**config.mk**
```make
export PLATFORM = sky130hd
export DESIGN_NAME = matrix_tanh_top
export DESIGN_NICKNAME = d
export VERILOG_FILES = /design/src/common/ntm_tanh_pkg.sv /design/src/tanh_lane/tanh_lane.sv /design/src/verilog/matrix_tanh_top.sv /design/src/verilog/tanh_collector.sv /design/src/verilog/tanh_dispatcher.sv /design/src/verilog/tanh_sequencer.sv
export SDC_FILE = /design/constraint.sdc
export NUM_CORES = 1
export LEC_CHECK = 0
export BUFFER_PORTS_ARGS = -buffer_cell sky130_fd_sc_hd__buf_2
export CAP_MARGIN = 20
export CORE_MARGIN = 3
export CORE_UTILIZATION = 57
export DETAILED_ROUTE_END_ITERATION = 8
export GPL_TIMING_DRIVEN = 0
export HOLD_SLACK_MARGIN = 0.12
export PLACE_DENSITY = 0.77
export SLEW_MARGIN = 10
export SYNTH_ARGS = -nofsm -noshare
export SYNTH_HDL_FRONTEND = slang
export SYNTH_SLANG_ARGS = --single-unit
```
**constraint.sdc**
```tcl
create_clock -name CLK -period 3.3 [get_ports CLK]
set_input_delay 0.165 -clock CLK [delete_from_list [all_inputs] [get_ports CLK]]
set_output_delay 0.165 -clock CLK [all_outputs]
set_load 0.02 [all_outputs]
```
**src/common/ntm_tanh_pkg.sv**
```systemverilog
// Q8.8 fixed-point constants, tanh breakpoints and the tagged element struct
`default_nettype none

package ntm_tanh_pkg;

  ////////////////////////////////////////////////////////////////////////////
  // Number format
  ////////////////////////////////////////////////////////////////////////////

  // Signed word width
  localparam int data_w = 16;

  // Fraction bits, Q8.8
  localparam int frac_w = 8;

  // Matrix dimension width, 1 to 255
  localparam int size_w = 8;

  ////////////////////////////////////////////////////////////////////////////
  // Piecewise-linear tanh constants
  ////////////////////////////////////////////////////////////////////////////

  // All values are magnitudes, the sign is handled separately in the lane
  // Every constant is a small integer shifted into place

  // 0.5, end of the identity segment and base of the second segment
  localparam logic [data_w-1:0] brk_half = data_w'(1) << (frac_w - 1);

  // 1.25, end of the slope 1/2 segment
  localparam logic [data_w-1:0] brk_mid = data_w'(5) << (frac_w - 2);

  // 2.25, start of saturation
  localparam logic [data_w-1:0] brk_sat = data_w'(9) << (frac_w - 2);

  // 0.875, base of the slope 1/8 segment
  localparam logic [data_w-1:0] val_mid = data_w'(7) << (frac_w - 3);

  // 1.0, saturation level
  localparam logic [data_w-1:0] val_one = data_w'(1) << frac_w;

  ////////////////////////////////////////////////////////////////////////////
  // Element in flight
  ////////////////////////////////////////////////////////////////////////////

  // 18 bits wide, carried from the sequencer to the collector
  typedef struct packed {
    // Signed Q8.8 value
    logic signed [data_w-1:0] data;
    // Last element of a row
    logic                     row_last;
    // Last element of the matrix
    logic                     matrix_last;
  } elem_t;

endpackage

`default_nettype wire

```
**src/tanh_lane/tanh_lane.sv**
```systemverilog
// Two-stage pipelined piecewise-linear tanh on one tagged element
`timescale 1ns/1ps
`default_nettype none

module tanh_lane (
  input  wire logic                CLK,
  input  wire logic                RST,

  // Element in
  input  wire ntm_tanh_pkg::elem_t lane_elem,
  input  wire logic                lane_in_valid,

  // Element out two cycles later
  output      ntm_tanh_pkg::elem_t lane_out,
  output      logic                lane_out_valid
);

  // Segment codes
  localparam logic [1:0] seg_lin  = 2'd0;
  localparam logic [1:0] seg_half = 2'd1;
  localparam logic [1:0] seg_8th  = 2'd2;
  localparam logic [1:0] seg_sat  = 2'd3;

  ////////////////////////////////////////////////////////////////////////////
  // Stage 1 registers sign, magnitude and segment
  ////////////////////////////////////////////////////////////////////////////

  // Unsigned magnitude so that -32768 maps to 0x8000 and saturates
  logic [ntm_tanh_pkg::data_w-1:0] mag;
  logic [1:0]                      seg;

  logic                            s1_valid;
  logic                            s1_neg;
  logic [ntm_tanh_pkg::data_w-1:0] s1_mag;
  logic [1:0]                      s1_seg;
  logic                            s1_row_last;
  logic                            s1_matrix_last;

  always_comb begin
    mag = lane_elem.data[ntm_tanh_pkg::data_w-1] ? -lane_elem.data : lane_elem.data;
    if (mag < ntm_tanh_pkg::brk_half) begin
      seg = seg_lin;
    end else if (mag < ntm_tanh_pkg::brk_mid) begin
      seg = seg_half;
    end else if (mag < ntm_tanh_pkg::brk_sat) begin
      seg = seg_8th;
    end else begin
      seg = seg_sat;
    end
  end

  ////////////////////////////////////////////////////////////////////////////
  // Stage 2 adds base and shifted excess and restores the sign
  ////////////////////////////////////////////////////////////////////////////

  logic [ntm_tanh_pkg::data_w-1:0] res_mag;

  always_comb begin
    case (s1_seg)
      seg_lin:  res_mag = s1_mag;
      // 0.5 + (x - 0.5) / 2
      seg_half: res_mag = ntm_tanh_pkg::brk_half + ((s1_mag - ntm_tanh_pkg::brk_half) >> 1);
      // 0.875 + (x - 1.25) / 8
      seg_8th:  res_mag = ntm_tanh_pkg::val_mid + ((s1_mag - ntm_tanh_pkg::brk_mid) >> 3);
      default:  res_mag = ntm_tanh_pkg::val_one;
    endcase
  end

  // Valid pipeline
  always_ff @(posedge CLK or posedge RST) begin
    if (RST) begin
      s1_valid       <= 1'b0;
      lane_out_valid <= 1'b0;
    end else begin
      s1_valid       <= lane_in_valid;
      lane_out_valid <= s1_valid;
    end
  end

  always_ff @(posedge CLK) begin
    // Stage 1
    s1_neg               <= lane_elem.data[ntm_tanh_pkg::data_w-1];
    s1_mag               <= mag;
    s1_seg               <= seg;
    s1_row_last          <= lane_elem.row_last;
    s1_matrix_last       <= lane_elem.matrix_last;
    // Stage 2
    lane_out.data        <= s1_neg ? -$signed(res_mag) : $signed(res_mag);
    lane_out.row_last    <= s1_row_last;
    lane_out.matrix_last <= s1_matrix_last;
  end

  // Results stay within plus or minus 1.0
  a_out_range : assert property (
    @(posedge CLK) disable iff (RST)
    lane_out_valid |-> ($signed(lane_out.data) <= $signed(ntm_tanh_pkg::val_one) &&
      $signed(lane_out.data) >= -$signed(ntm_tanh_pkg::val_one))
  ) else $error("tanh_lane: result above 1.0 in magnitude");

endmodule

`default_nettype wire

```
**src/verilog/matrix_tanh_top.sv**
```systemverilog
// Element-wise tanh top level: sequencer, dispatcher, lane array, collector
`timescale 1ns/1ps
`default_nettype none

module matrix_tanh_top #(
  parameter int NUM_LANES = 4
) (
  // Clock and reset
  input  wire logic                                   CLK,
  input  wire logic                                   RST,

  // Matrix control
  input  wire logic                                   START,
  input  wire logic        [ntm_tanh_pkg::size_w-1:0] size_i,
  input  wire logic        [ntm_tanh_pkg::size_w-1:0] size_j,
  output      logic                                   busy,

  // Input stream
  input  wire logic signed [ntm_tanh_pkg::data_w-1:0] data_in,
  input  wire logic                                   data_in_i_enable,
  input  wire logic                                   data_in_j_enable,

  // Output stream
  output      logic signed [ntm_tanh_pkg::data_w-1:0] data_out,
  output      logic                                   data_out_i_enable,
  output      logic                                   data_out_j_enable,
  output      logic                                   ready
);

  ////////////////////////////////////////////////////////////////////////////
  // Internal streams
  ////////////////////////////////////////////////////////////////////////////

  // Sequencer to dispatcher
  ntm_tanh_pkg::elem_t                 seq_elem;
  logic                                seq_valid;

  // Dispatcher to lanes
  ntm_tanh_pkg::elem_t [NUM_LANES-1:0] lane_elem;
  logic                [NUM_LANES-1:0] lane_in_valid;

  // Lanes to collector
  ntm_tanh_pkg::elem_t [NUM_LANES-1:0] lane_out;
  logic                [NUM_LANES-1:0] lane_out_valid;

  ////////////////////////////////////////////////////////////////////////////
  // Instances
  ////////////////////////////////////////////////////////////////////////////

  // Strobe decode, counting and tagging
  tanh_sequencer tanh_sequencer_inst (
    .CLK             (CLK),
    .RST             (RST),
    .START           (START),
    .size_i          (size_i),
    .size_j          (size_j),
    .data_in         (data_in),
    .data_in_i_enable(data_in_i_enable),
    .data_in_j_enable(data_in_j_enable),
    .busy            (busy),
    .seq_elem        (seq_elem),
    .seq_valid       (seq_valid)
  );

  // Round-robin fan-out
  tanh_dispatcher #(
    .NUM_LANES(NUM_LANES)
  ) tanh_dispatcher_inst (
    .CLK          (CLK),
    .RST          (RST),
    .seq_elem     (seq_elem),
    .seq_valid    (seq_valid),
    .lane_elem    (lane_elem),
    .lane_in_valid(lane_in_valid)
  );

  // One pipelined tanh per lane
  for (genvar k = 0; k < NUM_LANES; k++) begin : g_lane
    tanh_lane tanh_lane_inst (
      .CLK           (CLK),
      .RST           (RST),
      .lane_elem     (lane_elem[k]),
      .lane_in_valid (lane_in_valid[k]),
      .lane_out      (lane_out[k]),
      .lane_out_valid(lane_out_valid[k])
    );
  end

  // Merge and output strobes
  tanh_collector #(
    .NUM_LANES(NUM_LANES)
  ) tanh_collector_inst (
    .CLK              (CLK),
    .RST              (RST),
    .lane_out         (lane_out),
    .lane_out_valid   (lane_out_valid),
    .data_out         (data_out),
    .data_out_i_enable(data_out_i_enable),
    .data_out_j_enable(data_out_j_enable),
    .ready            (ready)
  );

endmodule

`default_nettype wire

```
**src/verilog/tanh_collector.sv**
```systemverilog
// Merges lane results into one stream and regenerates the output strobes
`timescale 1ns/1ps
`default_nettype none

module tanh_collector #(
  parameter int NUM_LANES = 4
) (
  input  wire logic                                   CLK,
  input  wire logic                                   RST,

  // From the lanes
  input  wire ntm_tanh_pkg::elem_t [NUM_LANES-1:0]    lane_out,
  input  wire logic                [NUM_LANES-1:0]    lane_out_valid,

  // Output stream
  output      logic signed [ntm_tanh_pkg::data_w-1:0] data_out,
  output      logic                                   data_out_i_enable,
  output      logic                                   data_out_j_enable,
  output      logic                                   ready
);

  // Selected lane result
  ntm_tanh_pkg::elem_t sel;
  logic                any_valid;

  // At most one lane is valid, so a plain scan picks it
  always_comb begin
    sel       = '0;
    any_valid = 1'b0;
    for (int k = 0; k < NUM_LANES; k++) begin
      if (lane_out_valid[k]) begin
        sel       = lane_out[k];
        any_valid = 1'b1;
      end
    end
  end

  ////////////////////////////////////////////////////////////////////////////
  // Output register
  ////////////////////////////////////////////////////////////////////////////

  always_ff @(posedge CLK or posedge RST) begin
    if (RST) begin
      data_out          <= '0;
      data_out_i_enable <= 1'b0;
      data_out_j_enable <= 1'b0;
      ready             <= 1'b0;
    end else begin
      // Strobe per element, row end and matrix end from the tags
      data_out_j_enable <= any_valid;
      data_out_i_enable <= any_valid && sel.row_last;
      ready             <= any_valid && sel.matrix_last;
      // Data holds between elements
      if (any_valid) begin
        data_out <= sel.data;
      end
    end
  end

  // Equal lane latency keeps round-robin results one per cycle
  a_single_lane : assert property (
    @(posedge CLK) disable iff (RST) $onehot0(lane_out_valid)
  ) else $error("tanh_collector: more than one lane valid");

endmodule

`default_nettype wire

```
**src/verilog/tanh_dispatcher.sv**
```systemverilog
// Round-robin distribution of tagged elements to the tanh lanes
`timescale 1ns/1ps
`default_nettype none

module tanh_dispatcher #(
  parameter int NUM_LANES = 4
) (
  input  wire logic                                CLK,
  input  wire logic                                RST,

  // From the sequencer
  input  wire ntm_tanh_pkg::elem_t                 seq_elem,
  input  wire logic                                seq_valid,

  // One register per lane
  output      ntm_tanh_pkg::elem_t [NUM_LANES-1:0] lane_elem,
  output      logic                [NUM_LANES-1:0] lane_in_valid
);

  // Pointer wide enough for a single lane too
  localparam int ptr_w = (NUM_LANES > 1) ? $clog2(NUM_LANES) : 1;

  // Lane that takes the next element
  logic [ptr_w-1:0] ptr;

  always_ff @(posedge CLK or posedge RST) begin
    if (RST) begin
      ptr           <= '0;
      lane_in_valid <= '0;
    end else begin
      lane_in_valid <= '0;
      if (seq_valid) begin
        lane_in_valid[ptr] <= 1'b1;
        // Wrap after the last lane
        if (ptr == ptr_w'(NUM_LANES - 1)) begin
          ptr <= '0;
        end else begin
          ptr <= ptr + 1'b1;
        end
      end
    end
  end

  // Payload only moves into the selected lane
  always_ff @(posedge CLK) begin
    if (seq_valid) begin
      lane_elem[ptr] <= seq_elem;
    end
  end

  // At most one lane strobe per cycle
  a_one_lane : assert property (
    @(posedge CLK) disable iff (RST) $onehot0(lane_in_valid)
  ) else $error("tanh_dispatcher: lane strobes not one-hot");

endmodule

`default_nettype wire

```
**src/verilog/tanh_sequencer.sv**
```systemverilog
// Matrix control FSM: input strobe decode, row and column counters, element tagging
`timescale 1ns/1ps
`default_nettype none

module tanh_sequencer (
  input  wire logic                                   CLK,
  input  wire logic                                   RST,

  // Matrix control
  input  wire logic                                   START,
  input  wire logic        [ntm_tanh_pkg::size_w-1:0] size_i,
  input  wire logic        [ntm_tanh_pkg::size_w-1:0] size_j,

  // Input stream
  input  wire logic signed [ntm_tanh_pkg::data_w-1:0] data_in,
  input  wire logic                                   data_in_i_enable,
  input  wire logic                                   data_in_j_enable,

  // Status and tagged stream
  output      logic                                   busy,
  output      ntm_tanh_pkg::elem_t                    seq_elem,
  output      logic                                   seq_valid
);

  ////////////////////////////////////////////////////////////////////////////
  // State and counters
  ////////////////////////////////////////////////////////////////////////////

  // Idle, waiting for a row start, inside a row
  typedef enum logic [1:0] {
    st_idle,
    st_row_start,
    st_in_row
  } state_t;

  state_t                          state;

  // Sizes held for the whole matrix
  logic [ntm_tanh_pkg::size_w-1:0] size_i_q;
  logic [ntm_tanh_pkg::size_w-1:0] size_j_q;

  // Position of the next expected element
  logic [ntm_tanh_pkg::size_w-1:0] row_cnt;
  logic [ntm_tanh_pkg::size_w-1:0] col_cnt;

  logic                            accept;
  logic                            col_last;
  logic                            mat_last;

  // Only the enable matching the position counts
  assign accept = ((state == st_row_start) && data_in_i_enable) ||
                  ((state == st_in_row) && data_in_j_enable);

  // Position flags of the element being accepted
  assign col_last = (col_cnt == size_j_q - 1'b1);
  assign mat_last = col_last && (row_cnt == size_i_q - 1'b1);

  assign busy = (state != st_idle);

  ////////////////////////////////////////////////////////////////////////////
  // FSM
  ////////////////////////////////////////////////////////////////////////////

  always_ff @(posedge CLK or posedge RST) begin
    if (RST) begin
      state     <= st_idle;
      size_i_q  <= '0;
      size_j_q  <= '0;
      row_cnt   <= '0;
      col_cnt   <= '0;
      seq_valid <= 1'b0;
    end else begin
      seq_valid <= accept;
      case (state)
        st_idle: begin
          // START outside idle is dropped
          if (START) begin
            size_i_q <= size_i;
            size_j_q <= size_j;
            row_cnt  <= '0;
            col_cnt  <= '0;
            state    <= st_row_start;
          end
        end
        st_row_start, st_in_row: begin
          if (accept) begin
            if (mat_last) begin
              state <= st_idle;
            end else if (col_last) begin
              // Next row starts with i_enable
              row_cnt <= row_cnt + 1'b1;
              col_cnt <= '0;
              state   <= st_row_start;
            end else begin
              col_cnt <= col_cnt + 1'b1;
              state   <= st_in_row;
            end
          end
        end
        default: state <= st_idle;
      endcase
    end
  end

  // Tagged payload
  always_ff @(posedge CLK) begin
    if (accept) begin
      seq_elem.data        <= data_in;
      seq_elem.row_last    <= col_last;
      seq_elem.matrix_last <= mat_last;
    end
  end

  // Source never strobes both kinds in one cycle
  a_enables_exclusive : assert property (
    @(posedge CLK) disable iff (RST) !(data_in_i_enable && data_in_j_enable)
  ) else $error("tanh_sequencer: i_enable and j_enable high together");

endmodule

`default_nettype wire
```
==> results of run 1 <==
synthesized netlist by cell type, drive strengths merged (5+ instances only):
| library cell | number | area share, % |
|---|---|---|
| dfxtp | 156 | 18 |
| nand2 | 128 | 2.8 |
| xnor2 | 127 | 6.6 |
| nor2 | 100 | 2.2 |
| o21ai | 96 | 2.8 |
| inv | 92 | 2.0 |
| edfxtp | 90 | 16 |
| clkbuf | 70 | 1.5 |
| dfrtp | 68 | 10 |
| a21oi | 59 | 1.7 |
| xor2 | 58 | 3.0 |
| nand2b | 51 | 1.9 |
| mux2i | 48 | 2.8 |
| nand3 | 47 | 1.4 |
| ha | 44 | 3.2 |
| nor3 | 40 | 1.2 |
| a22oi | 38 | 1.7 |
| o31ai | 31 | 1.4 |
| or4 | 26 | 1.2 |
| or3 | 25 | 0.98 |
| nor2b | 24 | 0.89 |
| nor4 | 24 | 1.0 |
| mux2 | 21 | 1.4 |
| a211oi | 20 | 0.92 |
| a31oi | 20 | 0.74 |
| buf | 20 | 0.61 |
| o22ai | 20 | 0.74 |
| o41ai | 20 | 1.2 |
| nand3b | 16 | 0.71 |
| nand4 | 16 | 0.59 |
| or2 | 13 | 0.48 |
| and2 | 12 | 0.44 |
| and3 | 9 | 0.33 |
| a21o | 8 | 0.35 |
| o211ai | 8 | 0.35 |
| o2bb2ai | 8 | 0.41 |
| nor3b | 7 | 0.37 |
| nor4b | 7 | 0.36 |
| o32ai | 6 | 0.35 |
| a211o | 5 | 0.26 |
| a21boi | 5 | 0.22 |
| nand4b | 5 | 0.26 |
| o311ai | 5 | 0.26 |
| o31a | 5 | 0.26 |
report_power, final:
group / switching [mW] / internal (mW) / total (mW)
Combinational: 3.06 / 2.09 / 5.15
Sequential: 0.795 / 4.90 / 5.69
Clock: 1.52 / 2.41 / 3.93
Total: 5.38 / 9.39 / 14.8
state kept, by name, summed over array words and instances (netlist names):
signal and count:
g_lane.tanh_lane_inst.lane_out 72, tanh_dispatcher_inst.lane_elem 72, g_lane.tanh_lane_inst.s1_mag 64, tanh_sequencer_inst.seq_elem 18, tanh_collector_inst.data_out 16, g_lane.tanh_lane_inst.s1_seg 8
tanh_sequencer_inst.col_cnt 8, tanh_sequencer_inst.row_cnt 8, tanh_sequencer_inst.size_i_q 8, tanh_sequencer_inst.size_j_q 8, g_lane.tanh_lane_inst.lane_out_valid 4, g_lane.tanh_lane_inst.s1_matrix_last 4
g_lane.tanh_lane_inst.s1_neg 4, g_lane.tanh_lane_inst.s1_row_last 4, g_lane.tanh_lane_inst.s1_valid 4, tanh_dispatcher_inst.lane_in_valid 4, tanh_dispatcher_inst.ptr 2, tanh_sequencer_inst.state 2
tanh_collector_inst.data_out_i_enable 1, tanh_collector_inst.data_out_j_enable 1, tanh_collector_inst.ready 1, tanh_sequencer_inst.seq_valid 1
final cells by class:
class                      count  area (µm²)  area share (%)
clock inverter                13         201            1.01
buffer                        86         365            1.84
sequential                   314        7540            38.0
timing repair buffer         114         825            4.15
clock buffer                  49         980            4.94
multi-input combinational   1265        9110            45.9
tap                          384         480            2.42
inverter                      93         355            1.79
layout by cell type (no fill, tap or decap), types with 9 or more instances in the layout:
cell / instances
dfxtp_1: 151
nand2_1: 128
xnor2_1: 125
nor2_1: 100
o21ai_0: 95
edfxtp_1: 90
inv_1: 89
clkbuf_1: 71
buf_2: 69
dfrtp_1: 67
xor2_1: 58
a21oi_1: 54
nand2b_1: 51
nand3_1: 47
mux2i_1: 46
a22oi_1: 38
nor3_1: 37
clkbuf_16: 36
ha_1: 34
dlygate4sd3_1: 34
o31ai_1: 28
or4_1: 25
nor2b_1: 24
buf_4: 23
or3_1: 23
mux2_2: 21
nor4_1: 19
o22ai_1: 19
a31oi_1: 17
nand3b_1: 16
nand4_1: 16
a211oi_1: 16
or2_2: 13
and2_1: 12
o41ai_1: 11
and3_1: 9
worst reg2reg max path, cell delays in order, from the launching register on:
cell,delay [ns]
dfxtp_4,0.38
clkinvlp_4,0.16
ha_4,0.21
a21oi_4,0.14
xnor2_1,0.11
ha_2,0.22
nand2b_1,0.10
a21boi_2,0.07
a2111oi_4,0.48
buf_4,0.20
mux2i_2,0.22
xnor2_1,0.20
o22ai_4,0.16
o41ai_4,0.36
xnor2_1,0.18
routing by layer:
metal / vias up / wire length [µm] / GRT usage, %
met5: - / 41 / 0
met2: 529 / 20900 / 45.3
met4: 6 / 1160 / 8.31
met3: 98 / 2950 / 5.00
li1: 6705 / - / -
met1: 6714 / 18300 / 34.0
path summary, 6_finish.rpt:
path                                                         endpoint  depth (start not counted)  slack (ns)                                  from
worst min register to register   g_lane[2].tanh_lane_inst.lane_out[1]                          0        0.33  g_lane[2].tanh_lane_inst.s1_row_last
max in group asynchronous       tanh_collector_inst.data_out_j_enable                          4        2.55                                   RST
min in group CLK                 g_lane[2].tanh_lane_inst.lane_out[1]                          0        0.33  g_lane[2].tanh_lane_inst.s1_row_last
worst min-delay path                  tanh_sequencer_inst.size_i_q[6]                          3        0.18                                   RST
worst max-delay path            g_lane[0].tanh_lane_inst.lane_out[16]                         14        0.04    g_lane[0].tanh_lane_inst.s1_mag[7]
worst max register to register  g_lane[0].tanh_lane_inst.lane_out[16]                         14        0.04    g_lane[0].tanh_lane_inst.s1_mag[7]
cells by family (layout without fill, tap and decap cells):
group | Yosys count | in the layout | synth area share [%]
AND/OR/NAND/NOR | 561 | 561 | 17.7
multiplexers | 69 | 69 | 4.23
adder cells (fa/ha/maj) | 45 | 45 | 3.31
AO/OA/AOI/OAI | 405 | 405 | 16.6
flip-flops | 314 | 314 | 44.4
buffers and inverters | 183 | 355 | 4.22
XOR/XNOR | 185 | 185 | 9.56
metrics by stage:
| step | total power, mW | utilization [%] |
|---|---|---|
| final | 14.8 | 68.4 |
| after global routing | 15.5 | 68.4 |
| after CTS | 14.4 | 66.9 |
| after detailed placement | 10.3 | 61.2 |
| after global placement | 10.1 | 61.1 |
| after floorplan | 8.92 | - |
what timing repair did:
action,4_1_cts,5_1_grt
setup endpoints to repair,24,33
endpoints found under the hold margin,102,0
gates resized for setup,29,70
hold buffers,34,0
pin swaps,6,27
setup buffers,3,20
==> impl_metrics.yaml, run 1 <==
outcome:
  run_status: "finished, final reports clean"
worst_setup_path:
  crit_path_max_incr_delay_ns: 0.48
  crit_chain: "clkinvlp_4 -> ha_4 -> a21oi_4 -> xnor2_1 -> ha_2 -> nand2b_1 -> a21boi_2 -> a2111oi_4 -> buf_4 -> mux2i_2 -> xnor2_1 -> o22ai_4 -> o41ai_4 -> xnor2_1"
  path_buf_inv: 2
  crit_top_cell: "xnor2_1"
  setup.worst_path.end_class: "register"
  cp.arrival_ns: 3.69
  crit_path_max_fanout: 5
  cp_slowest_cell: "a2111oi_4"
  critical_path_class: "register to register"
  path_delay_family: "compound AO/OA/AOI/OAI gates"
  worstSetupStartpointType: "register"
  required_ns: 3.73
clock_tree:
  clkSlewWorstSetupHoldPaths_ns: 0.06
  clockBufferDepth: 3
  clk_latency_ns: 0.52
  cts_root_buf: "clkbuf_16"
  cts_tree: "built"
  cts-buffers-inserted: 34
  htreeDepth: 2
  clock-sinks: 314
synthesis:
  syn_area_mm2: 0.0170
  syn_inst: 1762
  seq_area_frac_synth_pct: 44.4
  ys_async_sr_fraction_pct: 21.7
  syn_avg_cell_area_um2: 9.62
  synth_seq_cells: 314
  synth_edf_count: 90
  ys.flop_type: "dfxtp_1"
  yosysWarnings: 0
  syn_nets: 1843
  synth_cell_types: 89
route:
  drc_errors: 0
  drtPass1Iterations: 5
  drt_wl_total_um: 43300
  ant_nets: 0
  viasPerCell: 6.06
  drt_iter0_drc: 1200
  avgRoutedWirePerCell_um: 18.7
  via_count: 14100
placement:
  dp_hpwl_um: 30300
  dp_cells: 2203
  port-buffer-count: 56
  place_ws_ns: -0.660
  gp_congestion: 0.934
  dpl_cell_area_mm2: 0.0178
timing:
  setup_viol: 0
  finalClockSkew_ns: 0.0210
  period_share_pct: 98.9
  finalHoldViolations: 0
  layout_setup_ws_ns: 0.0370
  max_slew_margin_pct: 34.2
  min_period_ns: 3.26
  tightest_slew_ns: 0.988
  holdWs_ns: 0.184
  rsz0062_at_grt: "true"
  tns_ns: 0
  timing.final.max_slew_violations: 0
  timing.fmax_mhz: 306
grt:
  grt_pass1_vias: 13400
  groute.usage.overall_pct: 26.5
  grt_max_degree: 48
  antenna_found_initial: 4
  overflow: 0
  grt_pass1_wl_um: 67500
pwr:
  power_leakage_nw: 7.83
  vdd_ir_drop_max_mv: 0.674
  p_per_area_mw_per_mm2: 744
die:
  design.die.area_mm2: 0.0318
  start_util_pct: 58.4
  chipHeight_um: 178
  die_w_um: 178
  ios: 57
  num_rows: 62
  core-area_mm2: 0.0290
layout:
  syn_to_final_growth_pct: 17.1
  fin_area_mm2: 0.0199
  fin_cells: 2318
  fin_nets: 1989
  drive_above_1_share_pct: 14.2
  num_antenna_cells: 0
  fillers: 2155
job:
  max_cap_violations: 0
min_path:
  hold_class: "input port to async pin"
No activity file was read; power rests on OpenSTA's default activity.
==> inputs of run 2 (changes only) <==
SYNTH_HIERARCHICAL = 1   (was not set)
==> run 2 against run 1 <==
The run now ends with negative setup slack left; synthesized area grew 2.3%; cell count shrank 0.73%; first-iteration DRC count grew 20%; register-to-register slack lost 0.07 ns; die area grew 2.2%; critical endpoint is now g_lane[2].tanh_lane_inst/lane_out[17].
==> impl_metrics.yaml, run 2 <==
grt:
  grt_pass1_vias: 13700
  antenna_found_initial: 0
  grt_pass1_wl_um: 70400
  grt_max_degree: 36
  groute.usage.overall_pct: 26.0
  overflow: 0
timing:
  setup_viol: 1
  finalHoldViolations: 0
  holdWs_ns: 0.232
  finalClockSkew_ns: 0.0118
  period_share_pct: 101
  timing.final.max_slew_violations: 0
  rsz0062_at_grt: "true"
  tns_ns: -0.0313
  min_period_ns: 3.33
  timing.fmax_mhz: 300
  max_slew_margin_pct: 38.9
  tightest_slew_ns: 0.916
  layout_setup_ws_ns: -0.0313
clock_tree:
  cts_tree: "built"
  cts_root_buf: "clkbuf_16"
  htreeDepth: 2
  clkSlewWorstSetupHoldPaths_ns: 0.06
  cts-buffers-inserted: 34
  clk_latency_ns: 0.52
  clockBufferDepth: 3
  clock-sinks: 314
layout:
  syn_to_final_growth_pct: 18.4
  drive_above_1_share_pct: 19.7
  final_cell_mix: "dfxtp_1, xnor2_1, nand2_1"
  fin_nets: 1967
  regArea_mm2: 0.00755
  num_antenna_cells: 0
  top_regs: "g_lane.tanh_lane_inst/lane_out: 72 flops, tanh_dispatcher_inst/lane_elem: 72 flops, g_lane.tanh_lane_inst/s1_mag: 64 flops"
  layout_commonest_cell: "dfxtp_1"
  multiInputGateArea_mm2: 0.00959
  fillers: 2193
synthesis:
  seq_area_frac_synth_pct: 43.4
  yosys-top-cells-count: "dfxtp_1, xnor2_1, nand2_1, edfxtp_1, inv_1"
  synth_cell_types: 100
  syn_nets: 1799
  yosysTopAreaCellShare_pct: 18.0
  synth_edf_count: 90
  ys.flop_type: "dfxtp_1"
  syn_area_mm2: 0.0173
  syn_inst: 1718
  yosysWarnings: 6
  syn_avg_cell_area_um2: 10.1
  yosysMostFrequentCell: "dfxtp_1"
  synth_area_leaders: "dfxtp_1, edfxtp_1, dfrtp_1"
  synth_seq_cells: 314
  ys_async_sr_fraction_pct: 21.7
  synth_largest_area_cell: "dfxtp_1"
worst_setup_path:
  crit_path_max_fanout: 4
  cp.arrival_ns: 3.73
  rrSetupSlack_ns: -0.03
  critical_path_class: "register to register"
  worstSetupStartpointType: "register"
  required_ns: 3.69
  setup.worst_path.end_class: "register"
outcome:
  violations: "negative setup slack"
  run_status: "complete, but fails checks"
pwr:
  finalPower_mw: 14.5
  vdd_ir_drop_max_mv: 0.548
  p_per_area_mw_per_mm2: 706
  power_leakage_nw: 8.32
route:
  via_count: 14000
  drt_wl_total_um: 43600
  ant_nets: 0
  drt_iter0_drc: 1439
  drtPass1Iterations: 5
  avgRoutedWirePerCell_um: 19.0
  viasPerCell: 6.10
  drc_errors: 0
die:
  num_rows: 63
  die_w_um: 180
  ios: 57
  design.die.area_mm2: 0.0326
  start_util_pct: 58.2
  core-area_mm2: 0.0298
  chipHeight_um: 180
job:
  max_cap_violations: 0
placement:
  gp_congestion: 0.973
  port-buffer-count: 56
  dp_hpwl_um: 31200
min_path:
  hold_class: "input port to register"
[run 2: cell types whose count changed after synthesis, sizes merged, moves of 10 or more]
cell / delta
a21oi: -20
a221oi: +18
a22oi: -28
buf: +23
clkbuf: -30
mux2i: +11
nand2: -14
nand2b: -13
nand3: +15
nor2: -16
nor3: +10
o21ai: -21
o2bb2ai: +11
or2: -11
[run 2: path summary, 6_finish.rpt]
kind,start,endpoint,cells after the start
min,START,tanh_sequencer_inst/state[0],4
max,g_lane[2].tanh_lane_inst/s1_mag[7],g_lane[2].tanh_lane_inst/lane_out[17],13
min reg2reg,g_lane[2].tanh_lane_inst/s1_row_last,g_lane[2].tanh_lane_inst/lane_out[1],0
max reg2reg,g_lane[2].tanh_lane_inst/s1_mag[7],g_lane[2].tanh_lane_inst/lane_out[17],13
max in group asynchronous,RST,tanh_sequencer_inst/size_j_q[7],4
min in group asynchronous,RST,g_lane[2].tanh_lane_inst/lane_out_valid,4
[run 2: cells by family after synthesis]
| logic type | synth area share [%] |
|---|---|
| simple gates | 18.5 |
| buf+inv | 4.44 |
| flops | 43.4 |
| mux | 4.83 |
| fa+ha+maj | 3.23 |
| xor+xnor | 10.0 |
| compound gates | 15.5 |
[run 2: stage by stage]
stage,area [µm²],worst slack [ns],instances,utilization (%)
2_1_floorplan,17400,0.0170,1718,-
3_3_place_gp,18100,-0.528,2164,60.9
3_5_place_dp,18100,-0.563,2164,60.9
4_1_cts,20000,0.0000400,2280,67.0
5_1_grt,20500,-0.116,2301,68.9
6_report,20500,-0.0313,2301,68.9
[run 2: per-layer routing]
metal / track usage (%) / vias up / routed length, µm
met5: 0 / - / 0
met4: 8.57 / 0 / 1420
met3: 4.52 / 98 / 2970
met2: 42.2 / 583 / 20100
met1: 35.6 / 6712 / 19100
li1: - / 6632 / -
[run 2: cell type report]
| type | instances | area share [%] |
|---|---|---|
| Sequential cell | 314 | 36.8 |
| Inverter | 90 | 1.69 |
| Buffer | 83 | 2.49 |
| Clock buffer | 43 | 4.66 |
| Multi-Input combinational cell | 1231 | 46.7 |
| Timing Repair Buffer | 132 | 4.65 |
| Tap cell | 390 | 2.38 |
| Clock inverter | 18 | 0.640 |
[run 2: power by group]
part | switching, mW | internal [mW]
sequential | 0.750 | 4.88
combinational | 2.98 | 2.26
clock | 1.54 | 2.09
total | 5.27 | 9.23
[run 2: critical path, cell delays in order (launching register included)]
cell       delay [ns]
dfxtp_2          0.34
buf_6            0.11
inv_6            0.04
ha_4             0.16
buf_6            0.12
a2111oi_4        0.50
buf_4            0.20
and3_4           0.18
nor3_2           0.04
o211ai_1         0.24
nand3_2          0.15
or3_4            0.41
or4_1            0.41
a211o_1          0.32
[run 2: timing repair]
item,in CTS,in global routing
cloned,0,0
endpoints found under the hold margin,100,0
pin swaps,17,38
setup endpoints to repair,27,26
gates resized for setup,62,82
hold buffers,35,0
setup buffers,20,21
